### src/verilog/pixelDrawPkg.sv
//##########################################################
// pixel draw package
// width typedefs and default parameter values shared by
// the tile-map pixel generator
//##########################################################
`default_nettype none

package pixelDrawPkg;

    //######################################################
    // default parameter values
    //######################################################
    localparam int cVhaw       = 11;                // horizontal position width
    localparam int cVvaw       = 11;                // vertical position width
    localparam int cTileBits   = 4;                 // log2 tile edge, 16 px tiles
    localparam int cMapColBits = 5;                 // 32 map columns, wraps
    localparam int cMapRowBits = 5;                 // 32 map rows, wraps
    localparam int cColorBits  = 8;                 // colour index width
    localparam int cSpriteBits = 4;                 // log2 sprite edge

    //######################################################
    // width typedefs
    //######################################################
    typedef logic [cVhaw-1:0]      hPos_t;          // active-area column
    typedef logic [cVvaw-1:0]      vPos_t;          // active-area line
    typedef logic [cColorBits-1:0] tileCode_t;      // one map entry
    typedef logic [cColorBits-1:0] colorIdx_t;      // 0 is transparent for sprite

    // row bits on top, column bits below
    typedef logic [cMapRowBits+cMapColBits-1:0] mapAddr_t;

endpackage

`default_nettype wire

### src/verilog/pixelMixer.sv
//##########################################################
// pixel mixer
// sprite over background with colour 0 transparent,
// plus valid tracking through the two pipeline stages
//##########################################################
`default_nettype none

module pixelMixer (
    input  wire logic                         iCLK,
    input  wire logic                         iRST,
    input  wire logic                         iCKE,
    input  wire pixelDrawPkg::colorIdx_t      bgColor,
    input  wire logic                         sprHit,
    input  wire pixelDrawPkg::colorIdx_t      sprColor,
    output pixelDrawPkg::colorIdx_t           pixel,
    output logic                              pixelValid
);

    logic layerValid;                                     // stage 1 holds real data
    logic sprOpaque;

    assign sprOpaque = sprHit && (sprColor != '0);        // sprite wins if opaque

    always_ff @(posedge iCLK)
    begin
        if (iCKE)
            pixel <= sprOpaque ? sprColor : bgColor;
    end

    // valid shift, high once both stages are filled
    always_ff @(posedge iCLK)
    begin
        if (iRST)
        begin
            layerValid <= 1'b0;
            pixelValid <= 1'b0;
        end
        else if (iCKE)
        begin
            layerValid <= 1'b1;                           // first advance done
            pixelValid <= layerValid;
        end
        else
            pixelValid <= 1'b0;                           // stalled cycle
    end

endmodule

`default_nettype wire

### config.mk
export PLATFORM = sky130hd
export DESIGN_NAME = pixelMixer
export DESIGN_NICKNAME = d
export VERILOG_FILES = /design/src/verilog/pixelDrawPkg.sv /design/src/verilog/pixelMixer.sv
export SDC_FILE = /design/constraint.sdc
export NUM_CORES = 1
export LEC_CHECK = 0
export CAP_MARGIN = 20
export CORE_AREA = 2 2 39 41
export CTS_BUF_LIST = sky130_fd_sc_hd__clkbuf_8
export DETAILED_ROUTE_END_ITERATION = 16
export DIE_AREA = 0 0 41 43
export DONT_BUFFER_PORTS = 1
export PLACE_DENSITY = 0.57
export RECOVER_POWER = 100
export SKIP_LAST_GASP = 1
export SYNTH_ARGS = -nofsm -noshare
export SYNTH_HDL_FRONTEND = slang
export SYNTH_SLANG_ARGS = --single-unit
### constraint.sdc
create_clock -name iCLK -period 1.3 [get_ports iCLK]
set_input_delay 0.195 -clock iCLK [delete_from_list [all_inputs] [get_ports iCLK]]
set_output_delay 0.195 -clock iCLK [all_outputs]
set_load 0.005 [all_outputs]
==> reports/metrics.yaml <==
clock_network:
  path_clk_slew_ns: 0.04
  worstSkewPairLatency_ns: 0.23
  cts-hold-fix-buffers: 0
  numClockSinks: 10
  htree_levels: 1
  cts_setup_buffers: 0
  cts_buffer_depth: 2
  cts_inserted_buffers: 3
  cts_tree: "built"
  clockRootBuffer: "clkbuf_8"
  cts_resized: 0
worst_setup_path:
  reg2reg_slack_ns: 0.75
  crit_slowest_cell: "or4_4"
  arrival_ns: 0.94
  endpoint_kind: "flop"
  slowest_delay_ns: 0.54
  critPathBufInv: 0
  path_max_fanout: 5
  startpoint_type: "input pin"
  worstPathRequired_ns: 1.36
  crit_type: "input pin to flop"
  path_delay_family: "simple AND/OR/NAND/NOR gates"
  critical_path.cell_chain: "or4_4, o21ai_0"
routing:
  ant_nets: 0
  wl_per_cell_um: 16.6
  finalWirelength_um: 995
  drt_iter0_markers: 11
  drc: 0
  vias: 381
  vias_per_cell: 6.35
  first_pass_iters: 4
layout:
  syn_to_final_growth_pct: 11.8
  antenna_cells: 0
  fin_area_um2: 583
  fill_cells: 138
  nets: 65
  drive_above_1_share: 0.114
  utilization: 0.421
floorplanning:
  fp.coreArea_mm2: 0.00138
  io_pins: 29
  start_util: 0.377
  die_h_um: 43
  die_area_mm2: 0.00176
  die_x_um: 41
  fp-row-count: 14
synthesis:
  synth_top_cells_by_area: "edfxtp_1, mux2i_1, or4b_1, dfxtp_1, o21ai_1"
  synthDistinctLibCells: 9
  yosys.area.top_type: "edfxtp_1"
  synth_top_cell_area_share: 0.460
  postSynthAreaPerCell_um2: 12.7
  netlist_instances: 41
  syn_nets: 61
  yosysWarnings: 0
  synth-seq-area-share: 0.537
  ys_ff_latch: 10
  syn-cell-area_um2: 522
timing:
  worstMarginPinSlew_ns: 0.179
  maxSlewHeadroom: 0.879
  layout_min_cycle_time_ns: 0.881
  setup_viol: 0
  hold_slack_ns: 0.0313
  rsz0062_at_grt: "false"
  timing.final.max_slew_violations: 0
  post-route-period-util: 0.677
  finClkSkew_ns: 0.0000486
  tns_ns: 0
  max_freq_mhz: 1140
  finalHoldViolCount: 0
job:
  max_cap_viol_count: 0
placement:
  io_buffers: 0
  postPlaceCellArea_um2: 538
  gp_congestion: 0.745
global_routing:
  antenna_found_initial: 0
  use_met2: 0.181
  grt_max_degree: 11
  grt-ovfl-total: 0
  grt_pass1_wl_um: 1460
  use_met3: 0.0838
  grtUsageMet1: 0.121
  grt.busiest_layer: "met2"
  grt_usage: 0.132
  grt_pass1_vias: 384
hold_path:
  hp-class: "input pin to flop"
power_and_ir_drop:
  power_density_mw_per_mm2: 1280
  vdd_drop_max_mv: 0.374
  leakage_nw: 0.207
status:
  outcome: "finished clean"
==> synth_stat cells (all sizes together) <==
library cell	number
edfxtp	8
mux2i	8
o21ai	8
or4b	8
nor2	3
dfxtp	2
or4	2
clkbuf	1
nand2	1
==> metal layers <==
metal | share of wire | vias to the layer above | wire length, um
met3 | 0.11 | 4 | 108
met2 | 0.46 | 25 | 461
li1 | - | 173 | -
met5 | 0 | - | 0
met4 | 0.031 | 0 | 31
met1 | 0.39 | 179 | 393
==> placed cells by master (no fill, tap or decap), drive strengths merged <==
cell type,synthesis,final
or4b,8,8
mux2i,8,8
or4,2,2
edfxtp,8,8
inv,0,1
o21ai,8,8
nand2,1,1
dfxtp,2,2
clkbuf,1,3
nor2,3,3
==> path summary, 6_finish.rpt <==
check	startpoint	endpoint	cells after the start
hold / removal	iRST	pixelValid	1
hold reg to reg	layerValid	pixelValid	2
setup reg to reg	layerValid	layerValid	2
setup / recovery	sprColor[4]	pixel[2]	2
==> registers in the layout, summed over array words and instances, names as in the netlist <==
signal and flops:
pixel 8, layerValid 1, pixelValid 1
==> stage by stage <==
stage / worst slack [ns] / cells / power [mW]
floorplan: 0.212 / 41 / 0.435
global placement: 0.252 / 56 / 0.438
detailed placement: 0.243 / 56 / 0.441
CTS: 0.467 / 60 / 0.760
global route: 0.365 / 60 / 0.782
finish: 0.419 / 60 / 0.745
==> area by class of cell <==
class	instances	area, um^2	share of cell area
Multi-Input combinational cell	30	238	0.408
Tap cell	16	20.0	0.0343
Clock buffer	3	41.3	0.0708
Sequential cell	10	280	0.481
Clock inverter	1	3.75	0.00644
==> report_power, final <==
group / switching, mW / total (mW) / internal [mW]
Combinational: 0.0144 / 0.0395 / 0.0251
Sequential: 0.0138 / 0.393 / 0.380
Clock: 0.107 / 0.312 / 0.205
==> cells by family (layout without fill, tap and decap cells) <==
group	Yosys count	count (layout)	share of synthesized area
AO/OA/AOI/OAI	8	8	0.0767
buffers and inverters	1	4	0.00719
flip-flops	10	10	0.537
multiplexers	8	8	0.153
AND/OR/NAND/NOR	14	14	0.225
Power figures use the tool's default switching activity.
