===== src/verilog/pixelDrawPkg.sv =====
//##########################################################
// pixel draw package
// width typedefs and default parameter values shared by
// the tile-map pixel generator
//##########################################################
`default_nettype none

package pixelDrawPkg;

    //######################################################
    // default parameter values
    //######################################################
    localparam int cVhaw       = 11;                // horizontal position width
    localparam int cVvaw       = 11;                // vertical position width
    localparam int cTileBits   = 4;                 // log2 tile edge, 16 px tiles
    localparam int cMapColBits = 5;                 // 32 map columns, wraps
    localparam int cMapRowBits = 5;                 // 32 map rows, wraps
    localparam int cColorBits  = 8;                 // colour index width
    localparam int cSpriteBits = 4;                 // log2 sprite edge

    //######################################################
    // width typedefs
    //######################################################
    typedef logic [cVhaw-1:0]      hPos_t;          // active-area column
    typedef logic [cVvaw-1:0]      vPos_t;          // active-area line
    typedef logic [cColorBits-1:0] tileCode_t;      // one map entry
    typedef logic [cColorBits-1:0] colorIdx_t;      // 0 is transparent for sprite

    // row bits on top, column bits below
    typedef logic [cMapRowBits+cMapColBits-1:0] mapAddr_t;

endpackage

`default_nettype wire


===== src/verilog/spriteLayer.sv =====
//##########################################################
// sprite layer
// hit test of the position against one solid square sprite
//##########################################################
`default_nettype none

module spriteLayer #(
    parameter int pVhaw       = pixelDrawPkg::cVhaw,
    parameter int pVvaw       = pixelDrawPkg::cVvaw,
    parameter int pSpriteBits = pixelDrawPkg::cSpriteBits
) (
    input  wire logic                         iCLK,
    input  wire logic                         iRST,
    input  wire logic                         iCKE,
    input  wire pixelDrawPkg::hPos_t          hPos,
    input  wire pixelDrawPkg::vPos_t          vPos,
    input  wire pixelDrawPkg::hPos_t          spriteX,    // left edge
    input  wire pixelDrawPkg::vPos_t          spriteY,    // top edge
    input  wire pixelDrawPkg::colorIdx_t      spriteColor,
    output logic                              sprHit,
    output pixelDrawPkg::colorIdx_t           sprColor
);

    //######################################################
    // hit test
    //######################################################
    logic [pVhaw-1:0] dx;                                 // offset from left edge
    logic [pVvaw-1:0] dy;                                 // offset from top edge
    logic             hitX;
    logic             hitY;

    assign dx   = hPos - spriteX;                         // negative wraps high
    assign dy   = vPos - spriteY;
    assign hitX = (dx[pVhaw-1:pSpriteBits] == '0);        // 0 <= dx < edge
    assign hitY = (dy[pVvaw-1:pSpriteBits] == '0);

    //######################################################
    // output registers
    //######################################################
    always_ff @(posedge iCLK)
    begin
        if (iRST)
            sprHit <= 1'b0;
        else if (iCKE)
            sprHit <= hitX && hitY;                       // inside the square
    end

    always_ff @(posedge iCLK)
    begin
        if (iCKE)
            sprColor <= spriteColor;                      // solid colour
    end

endmodule

`default_nettype wire


===== config.mk =====
export PLATFORM = sky130hd
export DESIGN_NAME = spriteLayer
export DESIGN_NICKNAME = d
export VERILOG_FILES = /design/src/verilog/pixelDrawPkg.sv /design/src/verilog/spriteLayer.sv
export SDC_FILE = /design/constraint.sdc
export NUM_CORES = 1
export LEC_CHECK = 0
export CORE_ASPECT_RATIO = 0.7
export CORE_UTILIZATION = 36
export DETAILED_ROUTE_END_ITERATION = 10
export DONT_BUFFER_PORTS = 1
export MAX_ROUTING_LAYER = met4
export PLACE_DENSITY = 0.55
export SLEW_MARGIN = 0
export SYNTH_ARGS = -nofsm -noshare
export SYNTH_HDL_FRONTEND = slang
export SYNTH_SLANG_ARGS = --single-unit

===== constraint.sdc =====
create_clock -name iCLK -period 3.9 [get_ports iCLK]
set_clock_uncertainty 0.1 [all_clocks]
set_input_delay 0.39 -clock iCLK [delete_from_list [all_inputs] [get_ports iCLK]]
set_output_delay 0.39 -clock iCLK [all_outputs]
set_load 0.05 [all_outputs]

==> summary by stage <==
Setup path
The internal reg-to-reg setup slack is 2.92 ns. The end of the worst register-to-register path is sprHit. The reg-to-reg critical path startpoint is sprHit.

The critical path starts at spriteX[2]. The number of cells on the worst reg-to-reg path is 2. The startpoint-to-endpoint class of the critical path is input pin to flip-flop. The critical path arrival is 2.11 ns. The worst setup path is captured at a flip-flop. The most critical setup path has its endpoint at sprHit. The worst setup path is launched from an input pin. The maximum fanout along the worst path is 2.

STA puts the critical path data required time at 3.96 ns.

Drt
For this run, design rule violations remaining after detail routing come to 0. The post-detailed-route via-to-cell ratio is 5.712. Wires add up to 2245 µm. The number of nets with antenna violations after routing is 0.

The iteration count of the initial detailed-routing pass is 4. After the first detailed-routing iteration, the DRC count stood at 39. The total number of vias is 1011. The average wire per standard cell is 12.68 µm.

Timing
The final critical delay including setup and external delays is 2.050 ns. The slew at the pin closest to its max-slew limit is 0.5059 ns. Setup violations remaining at the end of the flow were counted as 0. The headroom to the max-slew limit is 66.22%.

The highest attainable clock frequency is 0.4878 GHz. The final worst-path cycle share is 52.56%. The number of endpoints with negative hold slack in the final report is 0. The final total negative setup slack is 0 ns. The max-slew violation count came to 0. Setup repair after global routing left no endpoint under its margin.

Die
The effective utilization at floorplan is 39.47%. The die covers 3438 µm². The width of the die is 69.66 µm. The placement row count is 16. The area of the core is 2923 µm². In this run the count of I/O pins placed on the die edge is 64. Measured along the y axis, the die boundary spans 49.36 µm.

Synthesis
The total of warnings raised by yosys is 0. Synthesis produced a netlist with a net count of 210. The combined area of all synthesized cells is 1154 µm². Sequential cells were found to cover 22.56% of the synthesized design area. Each instance of the synthesized netlist takes up on average 8.420 µm². The cell count after synthesis came out at 137. The number of different library cells in the post-synthesis netlist is 41. The number of storage elements in the synthesis netlist is 9.

Clock tree
The H-tree depth is 1. The count of buffers added by post-CTS timing repair for setup is 0. The number of sinks driven by the clock tree is 9.

Post-CTS repair changed the size of 0 cells. No sink is reached through more buffers than the 2 on the longest clock path. The clock transition at the registers of the reported paths is 0.04 ns. TritonCTS built the clock tree.

The CTS buffer count is 3. Buffers inserted to repair hold after CTS numbered 0. The clock tree root buffer cell is sky130_fd_sc_hd__clkbuf_8. Clock latency on the worst-skew pair, taken at its later pin, is 0.23 ns.

Pwr
The sequential cell fraction of total power is 38.4%. Cell internal power was estimated by the tool at 237.6 µW. Of the total power, combinational logic draws 33.2%. The analysis attributes to net switching a power of 124.7 µW.

For this design the ratio of total power to cell area is 291.3 nW/µm². The analysis attributes to cell leakage a power of 0.0005571 µW. The largest vdd supply drop is 0.0001260 V. The switching share of power is 34.43%. Per report_power, the clock group accounts for 28.4% of the total.

Placement
Routability-driven placement finished with a final weighted congestion of 0.8383. During placement, the flow inserted port buffers numbering 0. The placed wire-length estimate after detailed placement is 1973 µm. The total instance count after detailed placement is 173.

Global route
Global routing finished with a remaining overflow of 0. The via count of the first global-routing pass is 895. The first global-routing pass estimated 3560 µm of wire.

The total global routing track utilization is 13.08%. Entering global routing, the biggest net connects 11 pins. The number of antenna violations at the first check in global routing is 0.

Final layout
The count of antenna diodes in the layout is 0. The fill cell instance count of the final layout is 300. The count of non-filler cells in the finished layout is 177. Cells with a size suffix above 1 make up 7.092% of the layout. The library cells used most frequently in the layout, excluding fill and tap cells, are 22 x sky130_fd_sc_hd__inv_1, 18 x sky130_fd_sc_hd__ha_1, 12 x sky130_fd_sc_hd__nand2_1. The relative area change from synthesis to final layout is 7.809%. In the final design database the tool counted 215 nets. Leaving out fill and tap cells, the most frequent cell in the layout is sky130_fd_sc_hd__inv_1.

Outcome
The flow ran to the end, and the final reports show no timing, DRC or antenna violations.

Hold path
The kind of path behind the tightest hold check is input pin to flip-flop. The number of instances on the worst hold path is 0.

Flow run
The max-capacitance violation count is 0.
## sequential cells by signal, indices dropped and copies added, names as in the netlist
| register | count |
|---|---|
| sprColor | 8 |
| sprHit | 1 |
## synth_stat cells, drive strengths merged
cell | count | share of area (%)
o211ai | 1 | 0.65
a211oi | 4 | 3.0
inv | 22 | 7.2
and2 | 1 | 0.54
nand2 | 12 | 3.9
or3 | 2 | 1.1
a2111oi | 1 | 2.4
a31oi | 1 | 0.54
nand2b | 3 | 2.3
a41oi | 1 | 0.76
nor3 | 10 | 4.8
xor2 | 2 | 1.5
o21a | 2 | 1.3
nor2b | 2 | 1.1
or3b | 1 | 0.76
and2b | 1 | 0.65
nand4b | 1 | 0.76
o31ai | 3 | 3.1
xnor2 | 1 | 0.76
and4b | 1 | 0.87
o21ai | 8 | 3.5
o221ai | 2 | 1.5
nand3 | 6 | 2.6
a21o | 3 | 2.0
nor4 | 3 | 1.6
a222oi | 1 | 0.87
a21oi | 5 | 2.2
and3 | 1 | 0.54
ha | 18 | 20
nor2 | 5 | 1.6
mux2 | 1 | 0.98
o2111a | 1 | 0.98
o31a | 2 | 1.6
edfxtp | 8 | 21
dfxtp | 1 | 1.7
## how the worst min path moves through the flow
stage,startpoint,endpoint
after floorplan,spriteColor[0],sprColor[0]
after global placement,spriteColor[3],sprColor[3]
after detailed placement,spriteColor[3],sprColor[3]
after CTS,spriteColor[3],sprColor[3]
after global routing,spriteColor[3],sprColor[3]
final,spriteColor[3],sprColor[3]
## metrics by stage
stage               hold slack (ns)  instance area [µm²]  setup WS [ns]  power, µW  utilization [%]
global route                 0.1402                 1244          1.710      388.3            42.55
floorplan                    0.3889                 1154          1.776      240.1                -
finish                       0.1564                 1244          1.850      362.3            42.55
detailed placement           0.3889                 1199          1.631      260.4            41.01
CTS                          0.1476                 1244          1.863      367.0            42.55
global placement             0.3889                 1199          1.643      258.6            41.01
## per-layer routing
metal / part of all wire [%] / vias to the layer above / wire, µm / global-route usage (%)
met5: 0 / - / 0 / -
met4: 0.31 / 0 / 7 / 2.000
met3: 8.1 / 3 / 181 / 4.752
met2: 45 / 45 / 1009 / 21.52
met1: 47 / 446 / 1046 / 15.75
li1: - / 517 / - / -
## worst max-delay path: stages
cell,delay (ns)
sky130_fd_sc_hd__inv_1,0.02
sky130_fd_sc_hd__ha_1,0.28
sky130_fd_sc_hd__a21oi_1,0.15
sky130_fd_sc_hd__o21ai_1,0.10
sky130_fd_sc_hd__a21oi_1,0.23
sky130_fd_sc_hd__mux2_2,0.37
sky130_fd_sc_hd__a211oi_2,0.18
sky130_fd_sc_hd__o211ai_1,0.10
sky130_fd_sc_hd__nand4b_1,0.17
sky130_fd_sc_hd__o21ai_1,0.11
## power by group through the flow
stage	Sequential, µW	Combinational [µW]	Clock, µW
after floorplan	140	99.9	0
after global placement	141	118	0
after detailed placement	141	120	0
after CTS	139	120	108
after global routing	140	136	113
final	139	120	103
## cell type report
type,instances,area (µm²),area share [%]
Inverter,22,82.58,6.640
Tap cell,36,45.04,3.622
Clock buffer,4,45.04,3.622
Sequential cell,9,260.3,20.93
Multi-Input combinational cell,106,810.8,65.19
## cells by family (layout without fill, tap and decap cells)
logic type / count (synthesis) / after routing / share of synthesized area (%)
simple gates: 49 / 49 / 23.10
flops: 9 / 9 / 22.56
xor+xnor: 3 / 3 / 2.278
buf+inv: 22 / 26 / 7.158
fa+ha+maj: 18 / 18 / 19.52
compound gates: 35 / 35 / 24.40
mux: 1 / 1 / 0.9761
Power figures use the tool's default switching activity.
