## src/verilog/pixelDrawPkg.sv

```systemverilog
//##########################################################
// pixel draw package
// width typedefs and default parameter values shared by
// the tile-map pixel generator
//##########################################################
`default_nettype none

package pixelDrawPkg;

    //######################################################
    // default parameter values
    //######################################################
    localparam int cVhaw       = 11;                // horizontal position width
    localparam int cVvaw       = 11;                // vertical position width
    localparam int cTileBits   = 4;                 // log2 tile edge, 16 px tiles
    localparam int cMapColBits = 5;                 // 32 map columns, wraps
    localparam int cMapRowBits = 5;                 // 32 map rows, wraps
    localparam int cColorBits  = 8;                 // colour index width
    localparam int cSpriteBits = 4;                 // log2 sprite edge

    //######################################################
    // width typedefs
    //######################################################
    typedef logic [cVhaw-1:0]      hPos_t;          // active-area column
    typedef logic [cVvaw-1:0]      vPos_t;          // active-area line
    typedef logic [cColorBits-1:0] tileCode_t;      // one map entry
    typedef logic [cColorBits-1:0] colorIdx_t;      // 0 is transparent for sprite

    // row bits on top, column bits below
    typedef logic [cMapRowBits+cMapColBits-1:0] mapAddr_t;

endpackage

`default_nettype wire

```

## src/verilog/drawPosition.sv

```systemverilog
//##########################################################
// draw position
// active-area column and line counters, wrapping at the
// last indices from software, plus tile coordinates and a
// frame-end pulse two pixels early
//##########################################################
`default_nettype none

module drawPosition #(
    parameter int pVhaw     = pixelDrawPkg::cVhaw,
    parameter int pVvaw     = pixelDrawPkg::cVvaw,
    parameter int pTileBits = pixelDrawPkg::cTileBits
) (
    input  wire logic                         iCLK,
    input  wire logic                         iRST,
    input  wire logic                         iCKE,       // pixel enable
    input  wire pixelDrawPkg::hPos_t          iVha,       // last active column
    input  wire pixelDrawPkg::vPos_t          iVva,       // last active line
    output pixelDrawPkg::hPos_t               hPos,
    output pixelDrawPkg::vPos_t               vPos,
    output logic [pVhaw-pTileBits-1:0]        hTile,      // coarse column
    output logic [pVvaw-pTileBits-1:0]        vTile,      // coarse line
    output logic                              feFast      // early frame end
);

    //######################################################
    // wrap detection
    //######################################################
    pixelDrawPkg::hPos_t hCnt;                            // column counter
    pixelDrawPkg::vPos_t vCnt;                            // line counter
    pixelDrawPkg::hPos_t hFast;                           // compare point for feFast
    logic                hLast;
    logic                vLast;

    assign hLast = (hCnt == iVha);                        // end of line
    assign vLast = (vCnt == iVva);                        // last line
    assign hFast = pixelDrawPkg::hPos_t'(iVha - 2'd2);    // two pixels before end

    //######################################################
    // counters and early frame end
    //######################################################
    always_ff @(posedge iCLK)
    begin
        if (iRST)
        begin
            hCnt   <= '0;
            vCnt   <= '0;
            feFast <= 1'b0;
        end
        else if (iCKE)
        begin
            if (hLast)
            begin
                hCnt <= '0;                               // wrap column
                if (vLast)
                    vCnt <= '0;                           // wrap frame
                else
                    vCnt <= pixelDrawPkg::vPos_t'(vCnt + 1'b1);
            end
            else
                hCnt <= pixelDrawPkg::hPos_t'(hCnt + 1'b1);
            feFast <= vLast && (hCnt == hFast);           // one-cycle pulse
        end
        else
            feFast <= 1'b0;                               // no pulse while stalled
    end

    assign hPos  = hCnt;
    assign vPos  = vCnt;
    assign hTile = hCnt[pVhaw-1:pTileBits];               // drop in-tile bits
    assign vTile = vCnt[pVvaw-1:pTileBits];

    // column stays in range as long as the wrap point holds still
    hPosInRange: assert property (@(posedge iCLK) disable iff (iRST)
        (hCnt <= iVha) ##1 $stable(iVha) |-> (hCnt <= iVha));

endmodule

`default_nettype wire

```

## config.mk

```make
export PLATFORM = sky130hd
export DESIGN_NAME = drawPosition
export DESIGN_NICKNAME = d
export VERILOG_FILES = /design/src/verilog/pixelDrawPkg.sv /design/src/verilog/drawPosition.sv
export SDC_FILE = /design/constraint.sdc
export NUM_CORES = 1
export LEC_CHECK = 0
export BUFFER_PORTS_ARGS = -buffer_cell sky130_fd_sc_hd__clkbuf_2
export CAP_MARGIN = 10
export CORE_UTILIZATION = 35
export DETAILED_ROUTE_END_ITERATION = 7
export PLACE_DENSITY_LB_ADDON = 0.12
export SYNTH_ARGS = -nofsm -noshare
export SYNTH_HDL_FRONTEND = slang
export SYNTH_SLANG_ARGS = --single-unit
export TNS_END_PERCENT = 5
```

## constraint.sdc

```tcl
create_clock -name iCLK -period 2.06 [get_ports iCLK]
set_input_delay 0.412 -clock iCLK [delete_from_list [all_inputs] [get_ports iCLK]]
set_output_delay 0.412 -clock iCLK [all_outputs]
set_load 0.005 [all_outputs]
```

==> run summary, run 1 <==
Sw Ratio: 27.0%
Clock transition at path regs: 90 ps
switching pwr: 244 uW
CTS tree: done
clock skew: 4.18 ps
ys async rst share: 0%
Setup-failing EPs final: 0
Wirelength per Cell: 13.4 um
CP endpoint: vPos[8]
crit-path most repeated cell: buf_4
MaxCap Viol Count: 0
outcome: finished clean
I/O Pins: 62
share of the synthesized area in the top cell type: 27.1%
synthesis-to-layout area growth: 28.1%
Fmax: 0.545 GHz
CP max stage delay: 460 ps
IO Port Bufs: 61
total negative setup slack: 0 ps
fin crit period: 1830 ps
Worst Path Arrival: 1990 ps
die height: 71.7 um
flop2flop setup slack: 230 ps
post-synth cell types: 35
sequential power share: 50.6%
Worst setup SP type: flip-flop
Mapped Nets: 242
Mapped Avg Cell Area: 7.94 um^2
Slew Limit Headroom: 72.2%
GRT Total Usage: 17.9%
htree depth: 1
crit share post-route: 89.1%
post-synth top area cell: dfxtp_1
clock share of power: 33.1%
Longest Clk Path Bufs: 2
R2R depth: 7
commonest non-fill, non-tap cell in the layout: clkbuf_2
Reg-to-Reg End: vPos[8]
Initial Utilization: 37.7%
Vias/cell: 5.08
Leak: 0.00103 uW
Antenna Nets Post-Route: 0
top cells by area, synth: dfxtp_1, xor2_1, buf_4
drt pass-1 iters: 4
final WL: 4.47 mm
RePlAce Congestion: 0.799
slowest CP cell: dfxtp_1
Pwr Total: 902 uW
post-DP HPWL: 3.53 mm
CTS sink cnt: 23
Clk Latency, worst-skew pair: 270 ps
Std-Cell Rows: 24
Cell Chain, Critical Path: xor2_1 > nor4_1 > buf_4 > nand3_1 > buf_4 > a22oi_1 > a21oi_1
die area: 0.00514 mm^2
Die W: 71.7 um
Mapped Area: 0.00170 mm^2
unrepaired setup endpoints after global routing: false
initial drt markers: 133
PwrDens: 414 mW/mm^2
Comb pwr share: 16.3%
core area: 0.00450 mm^2
sequential-to-total area share from yosys stat: 27.1%
root buffer cell: clkbuf_8
P_int: 658 uW
Crit. End Element: flip-flop
Setup CP Type: flip-flop to flip-flop
antenna diode count: 0
Vias: 1691
crit path launch: hPos[5]
highest-count cells in the layout ignoring fill and taps: clkbuf_2, xor2_1, buf_4
antenna violations before repair: 0
Mapped Cells: 214
PostCTS Resize Cnt: 0
Hold-fix buffers, CTS: 0
Req. time, crit path: 2210 ps
Max IR drop VDD: 0.000324 V
Slew Limit Fails: 0
Fin. Hold Viols: 0
largest net degree at the start of global routing: 21
vias in the first global route: 1466
first-pass GRT wire length: 7.26 mm
grt ovf: 0
Least-Margin Pin Slew: 411 ps
CTS Buf Count: 3
critical path fanouts, max: 7
Seq cells post-synth: 23
final hold slack: 513 ps
Synth warnings: 0
ys flop type: dfxtp_1
fin nets: 310
Hold Path Class: input pin to flip-flop
share of layout cells above drive strength 1: 33.8%
worst r2r src: hPos[5]
EDFF count, synth: 0
Remaining DRCs: 0
post-CTS setup repair buffer count: 0
==> critical path, delay by kind of cell, from the launching register on <==
family                    cells  cell delay, ps
xor gates and xnor gates      1             170
buffers and inverters         2             380
and+or+nand+nor               2             440
AOI/OAI and AO/OA             2             270
DFF                           1             460
==> logic make-up (layout without fill, tap and decap cells) <==
kind of cell,count (synthesis),count (layout),synth area share [%]
flops,23,23,27.1
compound gates,27,27,10.2
fa+ha+maj,3,3,2.21
xor+xnor,38,38,19.6
mux,1,1,0.589
buf+inv,31,98,10.8
simple gates,91,91,29.5
==> final cells by class <==
type	instances	area (um^2)
clock buffers	3	41.3
clock inverters	1	7.51
fillers	477	2330
inverters	5	18.8
multi-input cells	160	1050
flip-flops and latches	23	460
well taps	52	65.1
repair buffers	89	528
==> through the flow <==
step	setup slack (ps)	instance area (um^2)	util [%]	instances
4_1_cts	241	2180	48.3	333
3_5_place_dp	-26.0	2130	47.2	329
2_1_floorplan	150	1700	-	214
5_1_grt	32.0	2180	48.3	333
6_report	225	2180	48.3	333
3_3_place_gp	7.89	2130	47.2	329
==> worst min-delay path by stage <==
| stage | from | to | slack (ps) | depth (start not counted) |
|---|---|---|---|---|
| after CTS | iRST | vPos[9] | 510 | 2 |
| after detailed placement | vPos[1] | vPos[1] | 520 | 2 |
| after global placement | vPos[1] | vPos[1] | 510 | 2 |
| after global routing | iRST | vPos[8] | 530 | 2 |
| after floorplan | iRST | vPos[10] | 480 | 1 |
| final | iRST | vPos[6] | 510 | 2 |
==> routing by layer <==
metal	share of wire, %	global-route usage (%)	vias to the layer above	wire [um]
met5	0	0	-	0
met4	0.58	3.27	0	26
met3	3.4	3.09	2	152
met2	43	26.0	28	1930
met1	53	27.7	785	2360
li1	-	-	876	-
==> power by group through the flow <==
stage	Combinational, uW	Sequential [uW]	Clock, uW
after detailed placement	148	467	0
after floorplan	72.9	470	0
after CTS	148	457	310
after global placement	148	467	0
final	147	456	298
after global routing	163	457	325
==> flip-flops by register name, indices dropped and copies added (netlist names) <==
name    count
hPos       11
feFast      1
vPos       11
==> cell usage after synthesis (6+ instances only) <==
master,count
xor2_1,34
dfxtp_1,23
nor2_1,19
nand3_1,16
buf_4,14
nand2_1,11
a21oi_1,10
and3_1,7
nand4_1,7
a22oi_1,6
a31oi_1,6
buf_2,6
(Power assumes the default switching activity.)
==> run 2: changes to the inputs <==
Settings changed: CORE_MARGIN from default to 2.
==> run summary, run 2 (synthesis results as in run 1) <==
Longest Clk Path Bufs: 2 (unchanged)
CTS Buf Count: 3 (unchanged)
Slew Limit Headroom: 76.6% (+4.4 points)
Worst setup SP type: flip-flop
Hold-fix buffers, CTS: 0 (unchanged)
post-CTS setup repair buffer count: 0 (unchanged)
clock skew: 2.80 ps (-1.38 ps)
drt pass-1 iters: 4 (unchanged)
Crit. End Element: flip-flop
Antenna Nets Post-Route: 0 (unchanged)
Setup CP Type: flip-flop to flip-flop
Slew Limit Fails: 0 (unchanged)
antenna violations before repair: 0 (unchanged)
fin crit period: 1820 ps (-13.0 ps)
largest net degree at the start of global routing: 21 (unchanged)
I/O Pins: 62 (unchanged)
root buffer cell: clkbuf_8
IO Port Bufs: 61 (unchanged)
Req. time, crit path: 2220 ps (about the same)
outcome: finished clean
Max IR drop VDD: 0.000221 V (-32%)
unrepaired setup endpoints after global routing: false
Std-Cell Rows: 25 (+4.2%)
PwrDens: 404 mW/mm^2 (-2.6%)
Die W: 73.7 um (+2.8%)
grt ovf: 0 (unchanged)
Worst Path Arrival: 1980 ps (about the same)
clock share of power: 32.2% (-0.9 points)
Remaining DRCs: 0 (unchanged)
switching pwr: 229 uW (-6.0%)
final cell area excluding filler cells: 0.00220 mm^2 (+1.3%)
synthesis-to-layout area growth: 29.7%
htree depth: 1 (unchanged)
Vias/cell: 5.09 (+0.15%)
Sw Ratio: 25.7% (-1.3 points)
RePlAce Congestion: 0.829 (+3.8%)
Clk Latency, worst-skew pair: 270 ps (about the same)
fin nets: 313 (+0.97%)
Least-Margin Pin Slew: 346 ps (-65.0 ps)
P_int: 660 uW (+0.40%)
MaxCap Viol Count: 0 (unchanged)
Leak: 0.00105 uW (+1.7%)
antenna diode count: 0 (unchanged)
first-pass GRT wire length: 7.11 mm (-2.1%)
post-DP HPWL: 3.60 mm (+2.1%)
Wirelength per Cell: 13.2 um (-2.1%)
Initial Utilization: 36.2% (-1.5 points)
crit share post-route: 88.4% (-0.63 points)
critical path fanouts, max: 6 (-1)
Clock transition at path regs: 80 ps (about the same)
CTS sink cnt: 23 (unchanged)
vias in the first global route: 1456 (-0.68%)
share of layout cells above drive strength 1: 34.5% (+0.70 points)
Setup-failing EPs final: 0 (unchanged)
Hold Path Class: input pin to flip-flop
highest-count cells in the layout ignoring fill and taps: clkbuf_2, xor2_1, buf_4
Vias: 1719 (+1.7%)
Fmax: 0.549 GHz (+0.71%)
initial drt markers: 115 (-14%)
Area after DPL: 0.00215 mm^2 (+1.2%)
die height: 73.7 um (+2.8%)
Util after Layout: 47.0% (-1.3 points)
Comb pwr share: 16.4% (about the same)
final WL: 4.45 mm (-0.60%)
die area: 0.00543 mm^2 (+5.7%)
core area: 0.00469 mm^2 (+4.2%)
CTS tree: done
commonest non-fill, non-tap cell in the layout: clkbuf_2
Fin. Hold Viols: 0 (unchanged)
sequential power share: 51.5% (+0.9 points)
GRT Total Usage: 17.1% (-0.85 points)
[run 2: timing repair]
item / in CTS / in global routing
resized for setup: 0 / 1
setup endpoints to repair: 0 / 5
endpoints found under the hold margin: 0 / 0
[run 2: worst paths after layout]
| check | slack, ps | depth (start not counted) | end | startpoint |
|---|---|---|---|---|
| setup / recovery | 240 | 7 | vPos[2] | hPos[10] |
| hold / removal | 450 | 3 | feFast | iRST |
| setup reg to reg | 240 | 7 | vPos[2] | hPos[10] |
| hold reg to reg | 520 | 2 | vPos[1] | vPos[1] |
[run 2: power groups by stage]
stage | logic, uW | registers, uW | clock network, uW
after floorplan | 72.9 | 470 | 0
after global placement | 145 | 469 | 0
after detailed placement | 146 | 469 | 0
after CTS | 146 | 458 | 301
after global routing | 162 | 459 | 318
final | 145 | 458 | 286
[run 2: metal layers]
metal  vias to the layer above  track usage (%)  routed length (um)
met5                         -                0                   0
met4                         0             5.45                  59
met3                         5             2.47                 168
met2                        37             24.5                2070
met1                       796             26.0                2150
li1                        881                -                   -
[run 2: through the flow]
step	setup WS, ps	cells	setup TNS [ps]	power [uW]	hold slack [ps]
floorplan	150	214	0	543	481
global placement	16.8	334	0	614	514
detailed placement	-43.9	334	-43.9	615	511
CTS	200	338	0	905	441
global route	36.4	338	0	939	450
finish	238	338	0	889	451
[run 2: final cells by class]
| type | instances | area, um^2 |
|---|---|---|
| Multi-Input combinational cell | 160 | 1060 |
| Timing Repair Buffer | 92 | 551 |
| Tap cell | 54 | 67.6 |
| Clock buffer | 4 | 45.0 |
| Inverter | 5 | 18.8 |
| Sequential cell | 23 | 460 |
| Fill cell | 490 | 2490 |
[run 2: critical path: stages, from the launching register on]
cell and delay (ps):
dfxtp_1 360, xor2_1 200, nor4_1 390, buf_4 180
nand3_1 120, buf_4 200, a22oi_1 180, a21oi_1 80
==> run 3: changes to the inputs <==
Clock period 2.06 ns to 1.81 ns, I/O delays scaled along.
==> run summary, run 3 (synthesis results as in run 1) <==
highest-count cells in the layout ignoring fill and taps: clkbuf_2, buf_4, xor2_1
CTS sink cnt: 23 (unchanged)
outcome: finished clean
Die W: 73.7 um (unchanged)
vias in the first global route: 1569 (+7.8%)
I/O Pins: 62 (unchanged)
die height: 73.7 um (unchanged)
Vias/cell: 4.96 (-2.5%)
Remaining DRCs: 0 (unchanged)
Max IR drop VDD: 0.000257 V (+16%)
core area: 0.00469 mm^2 (unchanged)
Req. time, crit path: 2000 ps (-220 ps)
Antenna Nets Post-Route: 0 (unchanged)
Fill cells: 491 (+0.20%)
fin crit period: 1720 ps
RePlAce Congestion: 0.802 (-3.2%)
Clock transition at path regs: 90 ps (about the same)
Setup-failing EPs final: 0 (unchanged)
drt pass-1 iters: 4 (unchanged)
WL met2: 2.18 mm (+5.4%)
PwrDens: 442 mW/mm^2 (+9.5%)
Initial Utilization: 36.2% (unchanged)
MaxCap Viol Count: 0 (unchanged)
root buffer cell: clkbuf_8
Slew Limit Fails: 0 (unchanged)
CTS Buf Count: 3 (unchanged)
Setup WS post-layout: 85.7 ps (-153 ps)
Crit. End Element: flip-flop
post-DP HPWL: 3.64 mm (+1.2%)
antenna diode count: 0 (unchanged)
die area: 0.00543 mm^2 (unchanged)
Clk Latency, worst-skew pair: 270 ps (about the same)
antenna violations before repair: 0 (unchanged)
wl on met1: 2.27 mm (+5.9%)
Least-Margin Pin Slew: 324 ps (-21.8 ps)
largest net degree at the start of global routing: 21 (unchanged)
Fin. Hold Viols: 0 (unchanged)
Worst setup SP type: input pin
critical path fanouts, max: 5 (-1)
Longest Clk Path Bufs: 2 (unchanged)
Std-Cell Rows: 25 (unchanged)
Leak: 0.00114 uW (+8.6%)
final WL: 4.63 mm (+4.0%)
fin nets: 325 (+3.8%)
clock skew: 1.59 ps (-1.21 ps)
Wirelength per Cell: 13.2 um (+0.48%)
Vias: 1735 (+0.93%)
Hold-fix buffers, CTS: 0 (unchanged)
synthesis-to-layout area growth: 40.4%
Hold Path Class: input pin to flip-flop
crit share post-route: 95.3%
routed wl met3: 136 um (-19%)
Setup CP Type: input pin to flip-flop
final hold slack: 388 ps (-63.2 ps)
CTS tree: done
IO Port Bufs: 61 (unchanged)
unrepaired setup endpoints after global routing: true
DR top layer: met4
pre-CTS setup slack: -190 ps (-146 ps)
share of layout cells above drive strength 1: 40.9% (+6.4 points)
htree depth: 1 (unchanged)
Worst Path Arrival: 1910 ps (-70 ps)
GRT Total Usage: 17.5% (+0.41 points)
Slew Limit Headroom: 78.2% (+1.6 points)
grt ovf: 0 (unchanged)
commonest non-fill, non-tap cell in the layout: clkbuf_2
initial drt markers: 105 (-8.7%)
Fmax: 0.580 GHz
first-pass GRT wire length: 7.33 mm (+3.2%)
-- run 3: area by class of cell --
type	count	area [um^2]	share of cell area, %
multi-input cells	160	1140	47.7
inverters	5	18.8	0.787
clock inverters	1	5.00	0.210
clock buffers	3	41.3	1.73
flip-flops and latches	23	462	19.4
repair buffers	104	653	27.4
well taps	54	67.6	2.83
-- run 3: layer usage --
layer	vias up	track usage [%]
met5	-	0
li1	906	-
met3	4	2.61
met4	0	3.64
met1	801	25.9
met2	24	26.9
-- run 3: what timing repair did --
| action | CTS | global route |
|---|---|---|
| buffers inserted | 0 | 1 |
| setup endpoints to repair | 0 | 10 |
| resized for setup | 0 | 11 |
-- run 3: metrics by stage --
stage	area (um^2)	std cells	total power (uW)	utilization (%)	TNS, ps
floorplan	1720	214	619	-	0
detailed placement	2260	345	719	48.2	-429
global route	2380	350	1110	50.8	-8.21
finish	2380	350	1050	50.8	0
CTS	2310	349	1060	49.2	0
global placement	2260	345	718	48.2	-355
-- run 3: report_power, final --
group	total, uW	internal (uW)	switching [uW]
Combinational	201	99.8	102
Clock	334	154	180
Sequential	519	513	6.02
-- run 3: critical path, cell delays in order --
cell and delay [ps]:
clkbuf_2 130, or4_4 570, nor4_4 240, xnor2_1 160, o2111ai_2 170, nor4_4 280
-- run 3: final timing paths --
path                 from  endpoint  slack [ps]  depth (start not counted)
setup reg to reg  vPos[0]    feFast          90                          5
hold reg to reg   vPos[1]   vPos[1]         610                          3
hold / removal       iRST    feFast         390                          3
setup / recovery  iVha[4]    feFast          90                          6
